--- config.mk ---
export PLATFORM = sky130hd
export DESIGN_NAME = cuTop
export DESIGN_NICKNAME = d
export VERILOG_FILES = /design/src/verilog/cuPkg.sv /design/src/verilog/cuSequencer.sv /design/src/verilog/cuControlDecode.sv /design/src/verilog/cuTop.sv
export SDC_FILE = /design/constraint.sdc
export NUM_CORES = 1
export LEC_CHECK = 0
export BUFFER_PORTS_ARGS = -buffer_cell sky130_fd_sc_hd__clkbuf_2
export CORE_MARGIN = 1.5
export CORE_UTILIZATION = 47
export CTS_BUF_LIST = sky130_fd_sc_hd__clkbuf_8
export DETAILED_ROUTE_END_ITERATION = 10
export PLACE_DENSITY = 0.79
export SYNTH_ARGS = -nofsm -noshare
export SYNTH_HDL_FRONTEND = slang
export SYNTH_HIERARCHICAL = 1
export SYNTH_SLANG_ARGS = --single-unit
--- constraint.sdc ---
create_clock -name clk -period 2.15 [get_ports clk]
set_input_delay 0.43 -clock clk [delete_from_list [all_inputs] [get_ports clk]]
set_output_delay 0.43 -clock clk [all_outputs]
set_load 0.05 [all_outputs]
--- src/verilog/cuPkg.sv ---
`default_nettype none

package cuPkg;

	typedef logic [7:0] insT;

	// Opcodes as stored in instruction memory
	localparam insT opRstAll  = 8'h01;
	localparam insT opRstAc   = 8'h02;
	localparam insT opRstAddr = 8'h03;
	localparam insT opRstGsp  = 8'h04;
	localparam insT opRstMc   = 8'h05;
	localparam insT opRstCp   = 8'h06;
	localparam insT opRstRp   = 8'h07;
	localparam insT opIncGsp  = 8'h08;
	localparam insT opIncAc   = 8'h09;
	localparam insT opIncCp   = 8'h0a;
	localparam insT opIncRp   = 8'h0b;
	localparam insT opIncMc   = 8'h0c;
	localparam insT opIncStp  = 8'h0d;
	localparam insT opLdAddr  = 8'h10;
	localparam insT opLdAc    = 8'h11;
	localparam insT opLdMulr  = 8'h12;
	localparam insT opLdRp    = 8'h13;
	localparam insT opLdCp    = 8'h14;
	localparam insT opStSp    = 8'h15;
	localparam insT opAdd     = 8'h20;
	localparam insT opMul1    = 8'h21;
	localparam insT opMul2    = 8'h22;
	localparam insT opDiv     = 8'h23;
	localparam insT opMod     = 8'h24;
	localparam insT opJmp     = 8'h30;
	localparam insT opJz1     = 8'h31;
	localparam insT opHalt    = 8'hff;

	// Entry states share the opcode value, so dispatch is a plain load
	typedef enum logic [7:0] {
		stRstAll = opRstAll, stRstAc = opRstAc, stRstAddr = opRstAddr,
		stRstGsp = opRstGsp, stRstMc = opRstMc, stRstCp = opRstCp, stRstRp = opRstRp,
		stIncGsp = opIncGsp, stIncAc = opIncAc, stIncCp = opIncCp,
		stIncRp = opIncRp, stIncMc = opIncMc, stIncStp = opIncStp,
		stLdAddr = opLdAddr, stLdAc = opLdAc, stLdMulr = opLdMulr,
		stLdRp = opLdRp, stLdCp = opLdCp, stStSp = opStSp,
		stAdd = opAdd, stMul1 = opMul1, stMul2 = opMul2, stDiv = opDiv, stMod = opMod,
		stJmp = opJmp, stJz1 = opJz1, stHalt = opHalt,
		stFetch1 = 8'h80, stFetch2 = 8'h81,
		stLdAddr2 = 8'h90, stLdAc2 = 8'h91, stLdMulr2 = 8'h92,
		stLdRp2 = 8'h93, stLdCp2 = 8'h94,
		stJmpWait = 8'ha0, stJmp2 = 8'ha1, stJmp3 = 8'ha2, stJmp4 = 8'ha3,
		stJz1Wait = 8'hb0, stJz1Taken1 = 8'hb1, stJz1Taken2 = 8'hb2,
		stJz1Taken3 = 8'hb3, stJz1Skip1 = 8'hb4, stJz1Skip2 = 8'hb5
	} stateT;

	typedef enum logic [2:0] {
		aluNone, aluAdd, aluMul, aluDiv, aluMod
	} aluOpT;

	typedef enum logic [3:0] {
		busMemOut, busAc, busAddr, busMulr, busMv, busWv
	} busSelT;

	typedef enum logic [1:0] {
		ptrGsp, ptrRp, ptrCp, ptrStp
	} pCtrlT;

	typedef enum logic [3:0] {
		memIdle, memIRead, memRead, memWrite
	} memCtrlT;

	localparam int numRegs = 14;
	typedef logic [numRegs-1:0] regMaskT;

	// Datapath register positions in the masks
	localparam int regPc   = 0;
	localparam int regIr   = 1;
	localparam int regGsp  = 2;
	localparam int regRp   = 3;
	localparam int regCp   = 4;
	localparam int regStp  = 5;
	localparam int regCid  = 6;
	localparam int regEopc = 7;
	localparam int regMc   = 8;
	localparam int regMv   = 9;
	localparam int regWv   = 10;
	localparam int regMulr = 11;
	localparam int regAddr = 12;
	localparam int regAc   = 13;

	// Everything above IR, PC and IR survive a clear-all
	localparam regMaskT rstAllMask = regMaskT'({(numRegs - regGsp){1'b1}}) << regGsp;

endpackage

`default_nettype wire

--- src/verilog/cuSequencer.sv ---
`default_nettype none

module cuSequencer (
	input logic clk,
	input logic arstN,
	input cuPkg::insT ins,
	input logic z1,
	input logic acq,
	input logic iacq,
	output cuPkg::stateT state
);
	import cuPkg::*;

	stateT nextState;
	insT insReg;

	always_ff @(posedge clk or negedge arstN) begin
		if (!arstN) begin
			state <= stFetch1;
		end else begin
			state <= nextState;
		end
	end

	// Instruction byte taken with the fetch acknowledge
	always_ff @(posedge clk) begin
		if (state == stFetch1 && iacq) begin
			insReg <= ins;
		end
	end

	always_comb begin
		nextState = state;
		case (state)
			stFetch1: begin
				if (iacq) begin
					nextState = stFetch2;
				end
			end
			stFetch2: begin
				case (insReg)
					opRstAll, opRstAc, opRstAddr, opRstGsp, opRstMc, opRstCp, opRstRp,
					opIncGsp, opIncAc, opIncCp, opIncRp, opIncMc, opIncStp,
					opLdAddr, opLdAc, opLdMulr, opLdRp, opLdCp, opStSp,
					opAdd, opMul1, opMul2, opDiv, opMod,
					opJmp, opJz1, opHalt: begin
						nextState = stateT'(insReg);
					end
					default: begin
						nextState = stHalt;
					end
				endcase
			end
			// Single cycle instructions
			stRstAll, stRstAc, stRstAddr, stRstGsp, stRstMc, stRstCp, stRstRp,
			stIncGsp, stIncAc, stIncCp, stIncRp, stIncMc, stIncStp,
			stAdd, stMul1, stMul2, stDiv, stMod: begin
				nextState = stFetch1;
			end
			stLdAddr: begin
				if (acq) begin
					nextState = stLdAddr2;
				end
			end
			stLdAc: begin
				if (acq) begin
					nextState = stLdAc2;
				end
			end
			stLdMulr: begin
				if (acq) begin
					nextState = stLdMulr2;
				end
			end
			stLdRp: begin
				if (acq) begin
					nextState = stLdRp2;
				end
			end
			stLdCp: begin
				if (acq) begin
					nextState = stLdCp2;
				end
			end
			stLdAddr2, stLdAc2, stLdMulr2, stLdRp2, stLdCp2: begin
				nextState = stFetch1;
			end
			stStSp: begin
				if (acq) begin
					nextState = stFetch1;
				end
			end
			stJmp:  nextState = stJmpWait;
			stJmpWait: begin
				if (iacq) begin
					nextState = stJmp2;
				end
			end
			stJmp2: nextState = stJmp3;
			stJmp3: nextState = stJmp4;
			stJmp4: nextState = stFetch1;
			stJz1:  nextState = stJz1Wait;
			// Branch direction decided by z1 at the acknowledge
			stJz1Wait: begin
				if (iacq) begin
					nextState = z1 ? stJz1Taken1 : stJz1Skip1;
				end
			end
			stJz1Taken1: nextState = stJz1Taken2;
			stJz1Taken2: nextState = stJz1Taken3;
			stJz1Taken3: nextState = stFetch1;
			stJz1Skip1:  nextState = stJz1Skip2;
			stJz1Skip2:  nextState = stFetch1;
			stHalt:      nextState = stHalt;
			default:     nextState = stHalt;
		endcase
	end

endmodule

`default_nettype wire

--- src/verilog/cuControlDecode.sv ---
`default_nettype none

module cuControlDecode (
	input cuPkg::stateT state,
	output cuPkg::aluOpT aluOp,
	output cuPkg::busSelT busSel,
	output cuPkg::pCtrlT pCtrl,
	output cuPkg::memCtrlT memCtrl,
	output cuPkg::regMaskT writeEn,
	output cuPkg::regMaskT incEn,
	output cuPkg::regMaskT rstEn
);
	import cuPkg::*;

	always_comb begin
		// Idle control word
		aluOp = aluNone;
		busSel = busAc;
		pCtrl = ptrGsp;
		memCtrl = memIdle;
		writeEn = '0;
		incEn = '0;
		rstEn = '0;

		case (state)
			stFetch1: memCtrl = memIRead;
			stFetch2: begin
				writeEn[regIr] = 1'b1;
				incEn[regPc] = 1'b1;
			end

			stRstAll:  rstEn = rstAllMask;
			stRstAc:   rstEn[regAc] = 1'b1;
			stRstAddr: rstEn[regAddr] = 1'b1;
			stRstGsp:  rstEn[regGsp] = 1'b1;
			stRstMc:   rstEn[regMc] = 1'b1;
			stRstCp:   rstEn[regCp] = 1'b1;
			stRstRp:   rstEn[regRp] = 1'b1;

			stIncGsp: incEn[regGsp] = 1'b1;
			stIncAc:  incEn[regAc] = 1'b1;
			stIncCp:  incEn[regCp] = 1'b1;
			stIncRp:  incEn[regRp] = 1'b1;
			stIncMc:  incEn[regMc] = 1'b1;
			stIncStp: incEn[regStp] = 1'b1;

			// Load requests, RP and CP address through their own pointer
			stLdAddr, stLdAc, stLdMulr: memCtrl = memRead;
			stLdRp: begin
				memCtrl = memRead;
				pCtrl = ptrRp;
			end
			stLdCp: begin
				memCtrl = memRead;
				pCtrl = ptrCp;
			end
			stLdAddr2: begin
				busSel = busMemOut;
				writeEn[regAddr] = 1'b1;
			end
			stLdAc2: begin
				busSel = busMemOut;
				writeEn[regAc] = 1'b1;
			end
			stLdMulr2: begin
				busSel = busMemOut;
				writeEn[regMulr] = 1'b1;
			end
			stLdRp2: begin
				busSel = busMemOut;
				writeEn[regRp] = 1'b1;
			end
			stLdCp2: begin
				busSel = busMemOut;
				writeEn[regCp] = 1'b1;
			end

			stStSp: begin
				memCtrl = memWrite;
				pCtrl = ptrStp;
			end

			stAdd: begin
				aluOp = aluAdd;
				busSel = busAddr;
			end
			stMul1: begin
				aluOp = aluMul;
				busSel = busMulr;
			end
			stMul2: begin
				aluOp = aluMul;
				busSel = busMv;
			end
			stDiv: begin
				aluOp = aluDiv;
				busSel = busWv;
			end
			stMod: begin
				aluOp = aluMod;
				busSel = busWv;
			end

			// Target address word comes through the instruction port
			stJmpWait: memCtrl = memIRead;
			stJmp3:    writeEn[regPc] = 1'b1;

			stJz1Wait:   memCtrl = memIRead;
			stJz1Taken1: writeEn[regIr] = 1'b1;
			stJz1Taken2: writeEn[regPc] = 1'b1;
			stJz1Skip1: begin
				writeEn[regIr] = 1'b1;
				incEn[regPc] = 1'b1;
			end

			// Halt, entry and tail states keep the idle word
			default: begin
				memCtrl = memIdle;
			end
		endcase
	end

endmodule

`default_nettype wire

--- src/verilog/cuTop.sv ---
`default_nettype none

module cuTop (
	input logic clk,
	input logic arstN,
	input cuPkg::insT ins,
	input logic z1,
	input logic acq,
	input logic iacq,
	output cuPkg::aluOpT aluOp,
	output cuPkg::busSelT busSel,
	output cuPkg::pCtrlT pCtrl,
	output cuPkg::memCtrlT memCtrl,
	output cuPkg::regMaskT writeEn,
	output cuPkg::regMaskT incEn,
	output cuPkg::regMaskT rstEn
);
	import cuPkg::*;

	stateT state;

	cuSequencer i_sequencer (
		.clk   (clk),
		.arstN (arstN),
		.ins   (ins),
		.z1    (z1),
		.acq   (acq),
		.iacq  (iacq),
		.state (state)
	);

	// Control word follows the current state
	cuControlDecode i_decode (
		.state   (state),
		.aluOp   (aluOp),
		.busSel  (busSel),
		.pCtrl   (pCtrl),
		.memCtrl (memCtrl),
		.writeEn (writeEn),
		.incEn   (incEn),
		.rstEn   (rstEn)
	);

endmodule

`default_nettype wire

==> metrics, run 1 <==
status=finished with violations; failing checks=negative setup slack; Clk pin slew, worst setup/hold paths=0.06 ns; Ys Warns=6; Post-synth EDFFs=8; Setup Viol. Count Final=9; Synth area leaders=edfxtp_1, buf_4, dfrtp_1; wire per inst=15.8 microns; Root Buffer=clkbuf_8; Synth Area per Inst=7.81 sq um; Comb power frac=13.6%; fin util=72.0%; CP max stage delay=0.43 ns; count leader, synth=nor2_1; setup tns final=-0.343 ns; final worst path period share=105%; Int Pwr=456 uW; Hold WC Path Type=primary input to async pin; Post-synth ARST share=50.0%; Clock power frac=35.6%; vias in the first global route=1790; Max Fclk=0.445 GHz; Final Instance Area=2710 sq um; Final Hold Viols=0; Worst setup SP type=flip-flop; Crit Path Max Fanout=4; cts bufs inserted=3; CP max-delay cell=dfrtp_1; unrepaired setup endpoints after global routing=yes; WS Path Type=flip-flop to primary output; Final #Nets=329; Final Max Tran Viols=0; R2R depth=6; clk sinks=16; share of layout cells above drive strength 1=45.7%; total track usage=23.3%; Post-synth top cells=nor2_1, buf_4, nand2_1; largest net degree at the start of global routing=21; # IOs=68; Tmin final=2.25 ns; dpl cell area=2260 sq um; die area=4410 sq um; synthesis-stage register bit count=16; share of the synthesized area in the top cell type=12.7%; sequential share of the synthesized area=23.4%; Iteration-0 DRC Markers=141; num rows=22; CP Cell Sequence=nand2b_4 -> or3_4 -> a2111oi_4 -> clkbuf_8; Worst VDD drop=0.373 mV; worst skew pair latency=0.25 ns; first-pass GRT wire length=8020 microns; Core Region=3770 sq um; CP endpoint kind=primary output; Clock Path Buffers=2; sw frac=27.9%; Psw=177 uW; count of different cell masters after synthesis=69; CP Launch Point=i_sequencer/state[5]; first-pass iteration count of the detailed router=4; total gr overflow=0; Power Density=233 nW/um^2; Worst Skew=0.00255 ns; Seq pwr share=50.9%; DR DRC count=0; CTS tree=built; Static Leak=0.00113 uW; Die X=66.4 microns; initial antenna violation count=0; H-tree levels=1; Arrival @ worst endpoint=1.82 ns; Worst EP required=1.72 ns; RD Place Congestion=0.919; HPWL Detailed=3600 microns; Reg2Reg Launch Point=i_sequencer/state[2]; pre-CTS WS=0.102 ns; port bufs=48; Synth Instances=242; Reg2Reg Setup Slack=0.07 ns; via count=2086; max_cap viols=0; most area-hungry cell type in the Yosys netlist=edfxtp_1; setup slack after layout=-0.0994 ns; WL final=5720 microns; Worst Setup EP=memCtrl[0]; Vias/cell=5.75; initial core utilization=50.1%; Antenna diodes=0; antenna-violating nets left=0; post-synthesis instance area=1890 sq um; Synth Flop Type=edfxtp_1; RR Endpoint=i_sequencer/state[0]; Die H=66.4 microns; area grow syn2layout=43.6%
## final cells by class
class	instances	area [sq um]
inverter	3	11.3
timing repair buffer	90	752
clock inverter	1	3.75
tap	48	60.1
clock buffer	3	41.3
fill	264	1060
multi-input combinational	202	1390
sequential	16	452
## how the worst min path moves through the flow
stage / from / endpoint / slack [ns] / cells past startpoint
2_1_floorplan: arstN / i_sequencer/state[0] / 0.13 / 0
3_3_place_gp: arstN / i_sequencer/state[1] / 0.28 / 1
3_5_place_dp: arstN / i_sequencer/state[1] / 0.29 / 1
4_1_cts: arstN / i_sequencer/state[3] / 0.02 / 1
5_1_grt: arstN / i_sequencer/state[3] / 0.02 / 1
6_report: arstN / i_sequencer/state[3] / 0.02 / 1
## state kept, by name, indices dropped and copies added, names as in the netlist
signal,cells
i_sequencer/insReg,8
i_sequencer/state,8
## stage by stage
stage                     power, uW  hold slack (ns)  cells
final                           633           0.0204    363
after global routing            655           0.0232    363
after CTS                       638           0.0184    353
after detailed placement        414            0.285    343
after global placement          413            0.278    343
after floorplan                 427            0.134    260
## layer usage
metal	track usage (%)	up-vias	wire length, microns
met1	27.5	969	2150
met4	10.7	0	236
met2	40.9	106	2990
met5	0	-	0
li1	-	987	-
met3	3.75	24	347
## kinds of logic (layout without fill, tap and decap cells)
group,count (synthesis),count (layout),share of synthesized area (%)
XOR/XNOR,5,5,2.32
flip-flops,16,16,23.4
AND/OR/NAND/NOR,123,123,38.3
buffers and inverters,42,97,14.6
other,1,19,0.198
multiplexers,1,1,0.530
AO/OA/AOI/OAI,54,54,20.7
## power by group through the flow
stage / registers (uW) / clock network (uW) / logic (uW)
2_1_floorplan: 328 / 0 / 99.3
3_5_place_dp: 328 / 0 / 85.4
3_3_place_gp: 328 / 0 / 84.9
5_1_grt: 322 / 244 / 89.5
4_1_cts: 322 / 230 / 85.4
6_report: 322 / 225 / 85.8
## critical path, delay by kind of cell, from the launching register on
kind,cells,cell delay (ns)
AO/OA/AOI/OAI,1,0.38
buffers and inverters,1,0.25
flip-flops,1,0.43
AND/OR/NAND/NOR,2,0.51
## timing repair
| action | 4_1_cts | 5_1_grt |
|---|---|---|
| hold buffers | 0 | 0 |
| gates cloned | 0 | 1 |
| setup endpoints to repair | 34 | 37 |
| setup buffers | 6 | 10 |
| gates resized for setup | 38 | 72 |
| pin swaps | 4 | 11 |
## placed cells by master (no fill, tap or decap), types with 3 or more instances in the layout
master / synthesis / layout
nor2_2: 0 / 7
nor2_1: 28 / 20
o22ai_1: 3 / 3
nor3_2: 1 / 7
xor2_1: 3 / 3
clkbuf_8: 0 / 4
edfxtp_1: 8 / 8
nand3b_1: 3 / 3
nand4_1: 3 / 3
buf_6: 1 / 12
buf_4: 26 / 46
clkbuf_4: 0 / 7
buf_8: 0 / 5
nand2b_1: 11 / 10
and3_1: 3 / 3
o21a_1: 4 / 4
nand2_1: 26 / 23
nor3_1: 11 / 4
o32a_1: 4 / 4
inv_1: 3 / 3
nand3_1: 7 / 7
conb_1: 1 / 19
a21oi_1: 13 / 11
clkbuf_2: 0 / 17
o21ai_0: 11 / 10
nand2_2: 0 / 3
dfrtp_2: 0 / 5
(Power assumes the default switching activity.)
==> run 2: changes to the inputs <==
--- a/config.mk
+++ b/config.mk
@@ -6,11 +6,13 @@
 export NUM_CORES = 1
 export LEC_CHECK = 0
 export BUFFER_PORTS_ARGS = -buffer_cell sky130_fd_sc_hd__clkbuf_2
+export CELL_PAD_IN_SITES_DETAIL_PLACEMENT = 1
+export CELL_PAD_IN_SITES_GLOBAL_PLACEMENT = 2
 export CORE_MARGIN = 1.5
-export CORE_UTILIZATION = 47
+export CORE_UTILIZATION = 26
 export CTS_BUF_LIST = sky130_fd_sc_hd__clkbuf_8
 export DETAILED_ROUTE_END_ITERATION = 10
-export PLACE_DENSITY = 0.79
+export PLACE_DENSITY_LB_ADDON = 0.1
 export SYNTH_ARGS = -nofsm -noshare
 export SYNTH_HDL_FRONTEND = slang
 export SYNTH_HIERARCHICAL = 1
==> run 2 against run 1 <==
  * The run still ends with negative setup slack left
  * Sequential share of layout area fell by 1.3 points
  * Combinational power rose by 0.5%
  * Worst setup slack improved by 0.046 ns
  * Fmax rose by 2.1%
  * Worst hold slack got worse by 0.0037 ns
  * Non-clock buffer count rose by 4
  * Count of clock-buffer cells in the layout rose by 1
  * Sequential power barely moved
  * Clock power rose by 16%
  * Sequential cell count did not move
==> metrics, run 2 (same netlist as run 1, synthesis figures left out) <==
status=finished with violations; failing checks=negative setup slack; setup slack after layout=-0.0538 ns; Final #Nets=333; share of layout cells above drive strength 1=46.4%; final worst path period share=103%; WS Path Type=flip-flop to primary output; via count=1969; Vias/cell=4.74; largest registers=i_sequencer/insReg (8), i_sequencer/state (8); port bufs=48; Die H=88.2 microns; clk sinks=16; Max Fclk=0.454 GHz; Power, Total=670 uW; Hold WC Path Type=primary input to async pin; Iteration-0 DRC Markers=101; fin util=42.2%; Final Instance Area=2910 sq um; cts bufs inserted=3; Comb power frac=12.9%; Clk pin slew, worst setup/hold paths=0.06 ns; Psw=178 uW; Setup Viol. Count Final=4; Clock power frac=39.0%; initial antenna violation count=0; area grow syn2layout=54.2%; first-pass iteration count of the detailed router=4; worst skew pair latency=0.25 ns; WL final=6110 microns; HPWL Detailed=4620 microns; Worst VDD drop=0.356 mV; R2R depth=7; Clock Path Buffers=2; unrepaired setup endpoints after global routing=yes; Core Region=6910 sq um; Reg2Reg Launch Point=i_sequencer/state[2]; FILL cells=838; Tmin final=2.20 ns; Power Density=230 nW/um^2; RD Place Congestion=0.839; Seq pwr share=48.1%; Antenna diodes=0; Final Hold Viols=0; DR DRC count=0; # IOs=68; sw frac=26.5%; Int Pwr=492 uW; Die X=88.2 microns; Root Buffer=clkbuf_8; total track usage=15.9%; cts-stage hold buffer count=0; Worst EP required=1.72 ns; H-tree levels=1; total gr overflow=0; CTS tree=built; Worst Skew=0.00592 ns; commonest non-fill, non-tap cell in the layout=buf_4; first-pass GRT wire length=9650 microns; Crit Path Max Fanout=4; initial core utilization=27.4%; Worst setup SP type=flip-flop; vias in the first global route=1904; die area=7790 sq um; CP Launch Point=i_sequencer/state[5]; max_cap viols=0; Final Max Tran Viols=0; pre-CTS WS=0.000786 ns; largest net degree at the start of global routing=21; Static Leak=0.00119 uW; Final Hold Slack=0.0167 ns; most frequent cells in the layout=buf_4, nand2_1, nor2_1; dpl cell area=2420 sq um; num rows=30; antenna-violating nets left=0; wire per inst=14.7 microns; Arrival @ worst endpoint=1.77 ns; CP endpoint kind=primary output
## run 2: changes by cell type in the layout (fill, tap and decap cells not counted), sizes merged
cell,previous run,this run
clkinv,1,0
bufbuf,0,1
buf,64,74
clkbuf,29,23
## run 2: metrics by stage
step	setup TNS, ns	cells
finish	-0.0875	415
CTS	-0.235	410
floorplan	-2.99	260
global placement	-0.00468	400
detailed placement	0	400
global route	-1.43	415
## run 2: power groups by stage
stage / logic [uW] / clock network (uW) / registers (uW)
after floorplan: 99.3 / 0 / 328
final: 86.2 / 261 / 322
after CTS: 85.8 / 271 / 322
after global routing: 89.6 / 283 / 322
after detailed placement: 85.7 / 0 / 328
after global placement: 85.5 / 0 / 328
## run 2: timing repair
action | CTS | global route
setup buffers | 5 | 5
endpoints found under the setup margin | 36 | 50
gates resized for setup | 51 | 64
gates cloned | 1 | 0
pin swaps | 3 | 6
## run 2: worst paths after layout
check / end / slack [ns]
worst max register to register: i_sequencer/state[5] / 0.04
worst min register to register: i_sequencer/state[3] / 0.67
max in group asynchronous: i_sequencer/state[7] / 1.89
worst min-delay path: i_sequencer/state[1] / 0.02
worst max-delay path: memCtrl[0] / -0.05
min in group clk: i_sequencer/insReg[7] / 0.36
## run 2: metal layers
metal | vias to the layer above | global-route usage [%] | share of wire, %
met2 | 41 | 29.8 | 52
met5 | - | 0 | 0
met1 | 928 | 20.1 | 45
met4 | 0 | 2.13 | 0.38
met3 | 4 | 1.87 | 2.9
li1 | 996 | - | -
## run 2: critical path: stages, from the launching register on
cell and delay [ns]:
dfrtp_2 0.44, nand2b_4 0.17, or3_4 0.38, a2111oi_4 0.35
buf_12 0.18
## run 2: final cells by class
| cell class | count | area, sq um | share of cell area (%) |
|---|---|---|---|
| clock buffer | 4 | 55.1 | 1.89 |
| inverter | 3 | 11.3 | 0.387 |
| multi-input combinational | 202 | 1410 | 48.5 |
| sequential | 16 | 447 | 15.3 |
| tap | 96 | 120 | 4.12 |
| timing repair buffer | 94 | 867 | 29.8 |
==> run 3: changes to the inputs <==
--- a/config.mk
+++ b/config.mk
@@ -12,7 +12,9 @@
 export CORE_UTILIZATION = 26
 export CTS_BUF_LIST = sky130_fd_sc_hd__clkbuf_8
 export DETAILED_ROUTE_END_ITERATION = 10
+export GPL_TIMING_DRIVEN = 0
 export PLACE_DENSITY_LB_ADDON = 0.1
+export SKIP_LAST_GASP = 1
 export SYNTH_ARGS = -nofsm -noshare
 export SYNTH_HDL_FRONTEND = slang
 export SYNTH_HIERARCHICAL = 1
==> run 3 against run 2 <==
  * The flow still finishes with violations (negative setup slack)
  * Clock power is 15% lower
  * Via count is 4.4% higher
  * Count of clock-buffer cells in the layout is 1 lower
  * Clock skew is 0.0048 ns lower
==> metrics, run 3 (same netlist as run 1, synthesis figures left out) <==
status=finished with violations; failing checks=negative setup slack; Crit path max-delay family=simple AND/OR/NAND/NOR gates; commonest non-fill, non-tap cell in the layout=buf_4; Max Fclk=0.448 GHz; share of layout cells above drive strength 1=47.9%; Power, Total=657 uW; CP Launch Point=i_sequencer/state[0]; setup slack after layout=-0.0846 ns; cts-stage hold buffer count=0; RD Place Congestion=0.824; Reg2Reg Launch Point=i_sequencer/state[3]; clk sinks=16; CP max stage delay=0.39 ns; Antenna diodes=0; cts bufs inserted=3; total track usage=15.8%; R2R depth=7; worst skew pair latency=0.24 ns; total gr overflow=0; Worst Setup EP=memCtrl[0]; CTS tree=built; first-pass GRT wire length=9720 microns; largest net degree at the start of global routing=13; Arrival @ worst endpoint=1.80 ns; final worst path period share=104%; CP Depth=5; Final Hold Viols=0; Worst Skew=0.00117 ns; Hold WC Path Type=primary input to async pin; first-pass iteration count of the detailed router=4; Final #Nets=344; initial antenna violation count=0; Clock Path Buffers=2; via count=2055; initial core utilization=27.4%; Crit Path Max Fanout=10; Vias/cell=4.82; most frequent cells in the layout=buf_4, nand2_1, conb_1; Static Leak=0.00120 uW; Die H=88.2 microns; Clk pin slew, worst setup/hold paths=0.06 ns; # IOs=68; Reg2Reg Setup Slack=0.04 ns; Worst EP required=1.72 ns; WS Path Type=flip-flop to primary output; unrepaired setup endpoints after global routing=yes; vias in the first global route=1901; DR DRC count=0; CP max-delay cell=or3_4; WL final=6080 microns; CP endpoint kind=primary output; die area=7790 sq um; Worst Tran Pin Value=0.536 ns; CP bufs+invs=2; num rows=30; setup tns final=-0.629 ns; Die X=88.2 microns; Tmin final=2.23 ns; RR Endpoint=i_sequencer/state[1]; CP Cell Sequence=buf_6 -> nand2_1 -> or3_4 -> a2111oi_4 -> clkbuf_8; antenna-violating nets left=0; Worst VDD drop=0.258 mV; HPWL Detailed=4440 microns; Root Buffer=clkbuf_8; Setup Viol. Count Final=13; port bufs=48; max_cap viols=0; wire per inst=14.3 microns; Power Density=222 nW/um^2; Final Max Tran Viols=0; largest registers=i_sequencer/insReg (8), i_sequencer/state (8); H-tree levels=1; max_slew headroom=64.1%; area grow syn2layout=57.0%; Iteration-0 DRC Markers=74; Worst setup SP type=flip-flop; Core Region=6910 sq um
-- run 3: layer usage --
layer	wire length, microns	track usage, %
met3	173	1.03
met4	36	3.69
met2	3110	28.2
met1	2750	20.8
met5	0	0
-- run 3: worst register-to-register path, cell delays in order (launching register included) --
cell and delay [ns]:
dfrtp_2 0.44, buf_4 0.17, nor2_2 0.32, nand3_1 0.23, o22ai_1 0.21, a31o_2 0.16, nor3b_4 0.08, or3_1 0.38
-- run 3: timing repair --
| item | 4_1_cts | 5_1_grt |
|---|---|---|
| gates resized for setup | 72 | 45 |
| gates cloned | 0 | 0 |
| pin swaps | 8 | 9 |
| endpoints found under the setup margin | 41 | 43 |
| setup buffers | 16 | 2 |
-- run 3: layout make-up --
class                   count  area, sq um
fillers                   844         3940
multi-input cells         202         1380
repair buffers             67          658
flip-flops and latches     16          448
plain buffers              38          300
well taps                  96          120
clock buffers               3         41.3
inverters                   3         11.3
clock inverters             1         3.75
-- run 3: power breakdown --
part / switching [uW] / internal (uW) / leakage [uW]
registers: 0 / 322 / 0.000142
clock network: 94.6 / 126 / 0.0000231
logic: 82.7 / 31.5 / 0.00104
-- run 3: metrics by stage --
step / hold slack [ns] / util (%) / worst slack, ns / instance area [sq um] / cells
floorplan: 0.134 / - / -0.432 / 2040 / 260
global placement: 0.276 / 34.7 / -0.707 / 2400 / 404
detailed placement: 0.277 / 34.9 / -0.158 / 2410 / 405
CTS: 0.00895 / 41.5 / -0.138 / 2870 / 424
global route: 0.0119 / 42.9 / -0.140 / 2970 / 426
finish: 0.0127 / 42.9 / -0.0846 / 2970 / 426
-- run 3: how the worst min path moves through the flow --
stage	endpoint	depth (start not counted)
after floorplan	i_sequencer/state[0]	0
after detailed placement	i_sequencer/state[3]	1
after CTS	i_sequencer/state[5]	1
final	i_sequencer/state[5]	1
after global placement	i_sequencer/state[3]	1
after global routing	i_sequencer/state[4]	1
